--- config.mk ---
export PLATFORM = sky130hd
export DESIGN_NAME = fifo_ctl
export DESIGN_NICKNAME = d
export VERILOG_FILES = /design/src/fifo_ctl_pkg.sv /design/src/fifo_push_ctl.sv /design/src/fifo_pop_ctl.sv /design/src/fifo_ctl.sv
export SDC_FILE = /design/constraint.sdc
export NUM_CORES = 1
export LEC_CHECK = 0
export BUFFER_PORTS_ARGS = -buffer_cell sky130_fd_sc_hd__buf_2
export CORE_MARGIN = 2
export CORE_UTILIZATION = 35
export CTS_BUF_LIST = sky130_fd_sc_hd__clkbuf_16
export DETAILED_ROUTE_END_ITERATION = 10
export PLACE_DENSITY_LB_ADDON = 0.12
export REMOVE_ABC_BUFFERS = 1
export SLEW_MARGIN = 20
export SYNTH_ARGS = -nofsm -noshare
export SYNTH_HDL_FRONTEND = slang
export SYNTH_SLANG_ARGS = --single-unit
--- constraint.sdc ---
create_clock -name rclk -period 7.15 [get_ports rclk]
set_input_delay 1.43 -clock rclk [delete_from_list [all_inputs] [get_ports rclk]]
set_output_delay 1.43 -clock rclk [all_outputs]
set_load 0.005 [all_outputs]
--- src/fifo_ctl_pkg.sv ---
// Single clock only; depth code 7 tracks at most 4095 bytes because pointers carry 12 bits.
`default_nettype none

package fifo_ctl_pkg;

	// ====================
	// Widths
	// ====================

	// Byte address into the storage RAM.
	localparam int ADDR_WIDTH = 11;

	// One extra bit tells a full FIFO from an empty one.
	localparam int PTR_WIDTH = ADDR_WIDTH + 1;

	// Largest capacity, selected by depth code 7.
	localparam logic [PTR_WIDTH:0] MAX_CAPACITY = {1'b1, {PTR_WIDTH{1'b0}}};

	typedef logic [ADDR_WIDTH-1:0] addr_t;
	typedef logic [PTR_WIDTH-1:0] ptr_t;
	typedef logic [2:0] depth_code_t;

	// ====================
	// Configuration
	// ====================

	// Port width, shared by the push and pop sides.
	typedef enum logic [1:0] {
		W32 = 2'd0,
		W16 = 2'd1,
		W8  = 2'd2,
		OFF = 2'd3
	} width_mode_t;

	// Thresholds count words of the selected width.
	typedef struct packed {
		depth_code_t depth;
		width_mode_t width;
		addr_t       upaf;
		addr_t       upae;
	} fifo_cfg_t;

	// ====================
	// Status flags
	// ====================

	typedef struct packed {
		logic full;
		logic fmo;
		logic paf;
		logic overflow;
	} push_flags_t;

	typedef struct packed {
		logic empty;
		logic epo;
		logic pae;
		logic underflow;
	} pop_flags_t;

	// ====================
	// Decode helpers
	// ====================

	// Codes 0 to 6 halve from 2048 down to 32 bytes.
	function automatic logic [PTR_WIDTH:0] capacity_bytes(input depth_code_t code);
		logic [3:0] shift;
		shift = {1'b0, code} + 4'd1;
		if (code == 3'd7) begin
			return MAX_CAPACITY;
		end
		return MAX_CAPACITY >> shift;
	endfunction

	// Bytes moved by one access; zero when disabled.
	function automatic logic [2:0] step_bytes(input width_mode_t mode);
		case (mode)
			W32:     return 3'd4;
			W16:     return 3'd2;
			W8:      return 3'd1;
			default: return 3'd0;
		endcase
	endfunction

endpackage

`default_nettype wire

--- src/fifo_push_ctl.sv ---
// Push side; cfg may change only in reset, and rptr must be the pop-side register output.
`timescale 1ns/1ps
`default_nettype none

module fifo_push_ctl
	import fifo_ctl_pkg::*;
(
	input  wire logic        rclk,
	input  wire logic        rst_n,
	input  wire fifo_cfg_t   cfg,
	input  wire logic        wen,
	input  wire ptr_t        rptr,
	output ptr_t             wptr,
	output push_flags_t      flags
);

	// ====================
	// Configuration decode
	// ====================

	logic                 wr_on;
	logic [PTR_WIDTH:0]   cap;
	logic [PTR_WIDTH+1:0] cap_w;
	logic [PTR_WIDTH+1:0] step_w;
	logic [PTR_WIDTH+1:0] paf_lvl;
	ptr_t                 step_p;

	assign wr_on = (cfg.width != OFF);
	assign cap = capacity_bytes(cfg.depth);
	assign cap_w = {1'b0, cap};

	// Step in bytes, widened for the flag compares.
	assign step_w = {{(PTR_WIDTH - 1){1'b0}}, step_bytes(cfg.width)};
	assign step_p = step_w[PTR_WIDTH-1:0];

	// Almost-full level in bytes.
	assign paf_lvl = {{(PTR_WIDTH + 2 - ADDR_WIDTH){1'b0}}, cfg.upaf} * step_w;

	// ====================
	// Write pointer
	// ====================

	logic wr_ok;
	ptr_t wptr_nx;

	// A write while full is refused.
	assign wr_ok = wen & wr_on & ~flags.full;
	assign wptr_nx = wr_ok ? wptr + step_p : wptr;

	// ====================
	// Occupancy
	// ====================

	ptr_t                 used_p;
	logic [PTR_WIDTH+1:0] used_nx;
	logic [PTR_WIDTH+1:0] free_nx;

	// Wraps modulo 2^PTR_WIDTH, so the difference is the byte count.
	assign used_p = wptr_nx - rptr;
	assign used_nx = {2'b00, used_p};
	assign free_nx = cap_w - used_nx;

	// ====================
	// Flags
	// ====================

	push_flags_t flags_nx;

	always_comb begin
		flags_nx = '0;
		if (wr_on) begin
			flags_nx.full = (free_nx < step_w);
			flags_nx.fmo = (free_nx == step_w);
			flags_nx.paf = (free_nx < paf_lvl);
			// Sampled only on edges with wen high.
			flags_nx.overflow = wen ? flags.full : flags.overflow;
		end
	end

	// ====================
	// Registers
	// ====================

	always_ff @(posedge rclk or negedge rst_n) begin
		if (!rst_n) begin
			wptr <= '0;
		end else begin
			wptr <= wptr_nx;
		end
	end

	always_ff @(posedge rclk or negedge rst_n) begin
		if (!rst_n) begin
			flags <= '0;
		end else begin
			flags <= flags_nx;
		end
	end

endmodule

`default_nettype wire

--- src/fifo_pop_ctl.sv ---
// Pop side; cfg may change only in reset, and wptr must be the push-side register output.
`timescale 1ns/1ps
`default_nettype none

module fifo_pop_ctl
	import fifo_ctl_pkg::*;
(
	input  wire logic        rclk,
	input  wire logic        rst_n,
	input  wire fifo_cfg_t   cfg,
	input  wire logic        ren,
	input  wire ptr_t        wptr,
	output ptr_t             rptr,
	output pop_flags_t       flags
);

	// ====================
	// Configuration decode
	// ====================

	logic                 rd_on;
	logic [PTR_WIDTH+1:0] step_w;
	logic [PTR_WIDTH+1:0] pae_lvl;
	ptr_t                 step_p;

	assign rd_on = (cfg.width != OFF);

	// Step in bytes, widened for the flag compares.
	assign step_w = {{(PTR_WIDTH - 1){1'b0}}, step_bytes(cfg.width)};
	assign step_p = step_w[PTR_WIDTH-1:0];

	// Almost-empty level, scaled by the step like the almost-full one.
	assign pae_lvl = {{(PTR_WIDTH + 2 - ADDR_WIDTH){1'b0}}, cfg.upae} * step_w;

	// ====================
	// Read pointer
	// ====================

	logic rd_ok;
	ptr_t rptr_nx;

	// A read while empty is refused.
	assign rd_ok = ren & rd_on & ~flags.empty;
	assign rptr_nx = rd_ok ? rptr + step_p : rptr;

	// ====================
	// Occupancy
	// ====================

	ptr_t                 used_p;
	logic [PTR_WIDTH+1:0] used_nx;

	// Write pointer arrives one cycle after the push side moved it.
	assign used_p = wptr - rptr_nx;
	assign used_nx = {2'b00, used_p};

	// ====================
	// Flags
	// ====================

	pop_flags_t flags_nx;

	always_comb begin
		if (rd_on) begin
			flags_nx.empty = (used_nx < step_w);
			flags_nx.epo = (used_nx == step_w);
			flags_nx.pae = (used_nx < pae_lvl);
			// Sampled only on edges with ren high.
			flags_nx.underflow = ren ? flags.empty : flags.underflow;
		end else begin
			// Disabled FIFO reads as drained
			flags_nx.empty = 1'b1;
			flags_nx.epo = 1'b0;
			flags_nx.pae = 1'b1;
			flags_nx.underflow = 1'b0;
		end
	end

	// ====================
	// Registers
	// ====================

	always_ff @(posedge rclk or negedge rst_n) begin
		if (!rst_n) begin
			rptr <= '0;
		end else begin
			rptr <= rptr_nx;
		end
	end

	always_ff @(posedge rclk or negedge rst_n) begin
		if (!rst_n) begin
			flags.empty <= 1'b1;
			flags.epo <= 1'b0;
			flags.pae <= 1'b1;
			flags.underflow <= 1'b0;
		end else begin
			flags <= flags_nx;
		end
	end

endmodule

`default_nettype wire

--- src/fifo_ctl.sv ---
// FIFO control top; the RAM decodes only the low log2(capacity) bits of waddr and raddr.
`timescale 1ns/1ps
`default_nettype none

module fifo_ctl
	import fifo_ctl_pkg::*;
(
	input  wire logic        rclk,
	input  wire logic        rst_n,
	input  wire fifo_cfg_t   cfg,
	input  wire logic        wen,
	input  wire logic        ren,
	output addr_t            waddr,
	output addr_t            raddr,
	output push_flags_t      push_flags,
	output pop_flags_t       pop_flags
);

	// ====================
	// Pointer exchange
	// ====================

	// Both are register outputs, so each side sees the other a cycle late.
	ptr_t wptr;
	ptr_t rptr;

	fifo_push_ctl u_push (
		.rclk  (rclk),
		.rst_n (rst_n),
		.cfg   (cfg),
		.wen   (wen),
		.rptr  (rptr),
		.wptr  (wptr),
		.flags (push_flags)
	);

	fifo_pop_ctl u_pop (
		.rclk  (rclk),
		.rst_n (rst_n),
		.cfg   (cfg),
		.ren   (ren),
		.wptr  (wptr),
		.rptr  (rptr),
		.flags (pop_flags)
	);

	// ====================
	// RAM addresses
	// ====================

	// Wrap bit dropped.
	assign waddr = wptr[ADDR_WIDTH-1:0];
	assign raddr = rptr[ADDR_WIDTH-1:0];

endmodule

`default_nettype wire

Word level (Yosys, flattened, before mapping) --
Index checks and enable logic that the tools add are counted.
Storage, ports and cells: bits in registers 32, input port bits 31, output and inout port bits 30
Operators by class: add/subtract/negate cells 6, multiply operators 2, $lt $le $gt $ge 4, equality and inequality tests 8, shift operators 1, muxes and demuxes 10, bitwise gates (word level) 6, reduce and logical (&&, ||, !) cells 1
Operators with widths (number):
- $mul 11x3->14 | 2
- $mux 13 | 2
- $add 12x3->12 | 2
- $mux 12 | 2
- $sub 12x12->12 | 2
- $eq 14x3->1 | 1
- $lt 12x14->1 | 1
- $lt 14x14->1 | 1
- $lt 14x3->1 | 1
- $sub 13x12->14 | 1
- $shr 13x4->13 const A | 1
- $eq 12x3->1 | 1
- $lt 12x3->1 | 1
- $pmux 3 s3 | 1
- $mux 4 | 2
- $ne 2x2->1 const B | 3
- $add 3x1->4 const B | 1
- $and 1x1->1 | 4
- $eq 3x3->1 const B | 1
- $mux 1 | 3
- $eq 2x1->1 const B | 1
- $eq 2x2->1 const B | 1
- $logic_not 2->1 | 1
- $not 1->1 | 2

Depth between registers and ports, before layout --
depth after elaboration 8, gate-level depth with buffers 26

Modules after synthesis --
From an unflattened synthesis, not the netlist that was laid out.
Second synthesis, totals: cell total of the unflattened synthesis 677, area total of the unflattened synthesis 5600.4 µm²
By module, submodules not included:
- fifo_push_ctl | instances 1, cells an instance 373, area each 3035.4 µm², sequential area each 400.4 µm²
- fifo_pop_ctl | instances 1, cells an instance 304, area each 2565.0 µm², sequential area each 402.9 µm²

Least setup slack after synthesis --
OpenSTA, ideal clock, no wires.
path type input to register, from input cfg[23] in the netlist's numbering, to register u_push.flags[1] in the netlist's numbering, library setup time 0.082 ns, arrival 6.724 ns, data required time 7.068 ns, setup slack 0.344 ns, cell stages on the path 22, cell sequence nor2b_1 clkbuf_1 ha_1 fa_1 nand2_1 o21ai_0 ha_1 and3b_1 o21ai_1 a21bo_2 a31oi_1 a21oi_1 xor2_1 ha_1 a211o_1 o41ai_1 nor2_1 a211oi_1 ha_1 and3_1 a2111o_1 a31oi_1
RTL lines:
- start, declared | RTL line fifo_ctl.sv:10 | input wire fifo_cfg_t cfg,
- end signal, assigned | RTL line fifo_push_ctl.sv:96 | flags <= flags_nx;
- end, declared | RTL line fifo_push_ctl.sv:14 | output push_flags_t flags

==> out/results.tsv <==
metric	value	unit
crit_required	7350	ps
setup_violations	0	
grt_start_max_net_pins	33	
holdBufCountCts	0	
ys_ff_latch	32	
yosys-top-cells-area	ha_1 20%, dfrtp_1 14%, fa_1 8.7%	
grt_overflow	0	
hold_path.class	register to register	
clockPowerShare	0.089	
num_antenna_cells	0	
p_per_area	388	nW/um^2
vias_per_cell	5.00	
synthFlopType	dfrtp_1	
yosysTopAreaCellShare	0.204	
ir_drop	0.000160	V
criticalPathCategory	input port to register	
fmax	153	MHz
numCtsBuffers	5	
drcViolationCount	0	
slew_viol_final	0	
dpl.cell_count	920	
die_h	129	um
layout_commonest_cell	ha_1	
layout-drive-gt1-share	0.123	
cts_resized	0	
ctsLongestPathBuffers	2	
r2r_cells	24	
routed_wl	12900	um
p_leak	3.14	nW
ios	61	
stdcell_count	928	
cp_top_family	compound AO/OA/AOI/OAI gates	
r2r-start	u_push.wptr[0]$_DFF_PN0_	
finalCriticalPeriod	6550	ps
pwr-share-seq	0.126	
clock_sinks	32	
area_growth	10.2	%
worstPathArrival	6750	ps
die_w	129	um
synthDistinctLibCells	58	
worst_pin_slew	827	ps
grt_pass1_vias	4462	
setup_ws	597	ps
grt_pass1_wl	22000	um
hpwl	10800	um
root_buffer	clkbuf_16	
synth.largest_area_cell	ha_1	
finClkSkew	3.09	ps
r2r_end	u_push.flags[1]$_DFF_PN0_	
initial_core_util	0.360	
h-tree-depth	2	
vias	4641	
rrSetupSlack	1590	ps
outcome	finished, final reports clean	
path_max_fanout	5	
yosysWarnings	0	
port_buffers	60	
max_stage_delay	420	ps
drtIter0Drc	255	
clkTransAtPathRegs	60	ps
cts_tree	yes	
swShare	0.489	
rsz0062_at_grt	false	
post_drt_wl_per_cell	14.0	um
synth-edff-count	0	
startpoint_type	input port	
relSlewSlack	0.447	
grt_usage	0.162	
p_comb_frac	0.785	
post_cts_buffers	0	
slowest_stage	a211oi_1	
period_share	0.916	
worstSkewPairLatency	280	ps
place_congestion	0.889	
crit_path_frequent_cell	ha_1	
hold_depth	1	
first_pass_iters	4	
coreArea	15300	um^2
post-place-ws	322	ps
nets	861	
hold_end	u_push.wptr[11]$_DFF_PN0_	
syn_area_per_cell	8.16	um^2
synthCells	675	
ant_nets	0	
die_area	16800	um^2
critPathBufInv	1	
hp-start	u_push.wptr[11]$_DFF_PN0_	
syn_area	5510	um^2
antenna_found_initial	0	
p_switching	0.00115	W
layout_common_cells	90 x ha_1, 87 x nand2_1, 81 x inv_1, 60 x buf_2, 47 x xnor2_1	
cap_violations	0	
rows	45	
power.internal	0.00120	W
crit_path_end_kind	register	
ys_seq_area_frac	0.146	
place_area	5930	um^2
final_design_area_no_fill	6070	um^2
finalHoldViolations	0	
async_reset_ff_frac	1.00	
[worst max-delay path by stage]
stage	from	end	slack, ps	cells after the start
2_1_floorplan	cfg[23]	u_push.flags[1]$_DFF_PN0_	-50	21
3_3_place_gp	cfg[23]	u_push.flags[2]$_DFF_PN0_	500	22
3_5_place_dp	cfg[23]	u_push.flags[1]$_DFF_PN0_	320	26
4_1_cts	cfg[23]	u_push.flags[1]$_DFF_PN0_	580	26
5_1_grt	cfg[23]	u_push.flags[1]$_DFF_PN0_	130	26
6_report	cfg[23]	u_push.flags[1]$_DFF_PN0_	600	26
[power groups by stage]
stage / combinational (W) / sequential [W] / clock, W
5_1_grt: 0.00215 / 0.000304 / 0.000224
4_1_cts: 0.00186 / 0.000296 / 0.000216
2_1_floorplan: 0.00141 / 0.000281 / 0
6_report: 0.00185 / 0.000297 / 0.000209
3_3_place_gp: 0.00181 / 0.000299 / 0
3_5_place_dp: 0.00183 / 0.000298 / 0
[stage by stage]
stage	total power (W)	utilization	setup TNS, ps	hold slack (ps)
2_1_floorplan	0.00169	-	-47.8	462
6_report	0.00235	0.396	0	489
3_5_place_dp	0.00213	0.387	0	482
5_1_grt	0.00268	0.396	0	516
3_3_place_gp	0.00211	0.387	0	478
4_1_cts	0.00237	0.396	0	490
[Yosys cell counts (all sizes together), types with 6 or more instances]
library cell and instances:
nand2 87, xor2 20, buf 24, dfrtp 30, nor2 24, nor3b 6, nand3 17, and2 17
nor2b 11, ha 90, nor3 12, and3 7, fa 24, a21oi 30, xnor2 47, clkbuf 10
a21o 22, inv 81, o21ai 17
[cell type report]
type,instances,area [um^2]
Fill cell,1648,9250
Multi-Input combinational cell,528,4200
Sequential cell,32,803
Timing Repair Buffer,68,360
Inverter,81,304
Tap cell,211,264
Clock buffer,5,125
Clock inverter,3,13.8
[logic make-up after synthesis]
logic type                 count (synthesis)  share of synthesized area
and+or+nand+nor                          222                      0.204
AOI/OAI and AO/OA                        120                      0.149
adders and majority gates                116                      0.295
buffers and inverters                    115                     0.0936
xor gates and xnor gates                  67                      0.107
DFF                                       32                      0.146
muxes                                      3                    0.00545
[registers in the layout, summed over array words and instances, names as in the netlist]
name,flops
u_pop.flags,4
u_push.wptr,12
u_push.flags,4
u_pop.rptr,12
[metal layers]
layer	wire (um)	vias to the layer above	track usage	share of wire
li1	-	2384	-	-
met1	7300	2167	0.256	0.56
met2	5130	81	0.232	0.40
met3	394	9	0.0252	0.030
met4	121	0	0.0266	0.0093
met5	0	-	0	0
Note: power is estimated with default switching activity, not from simulation.
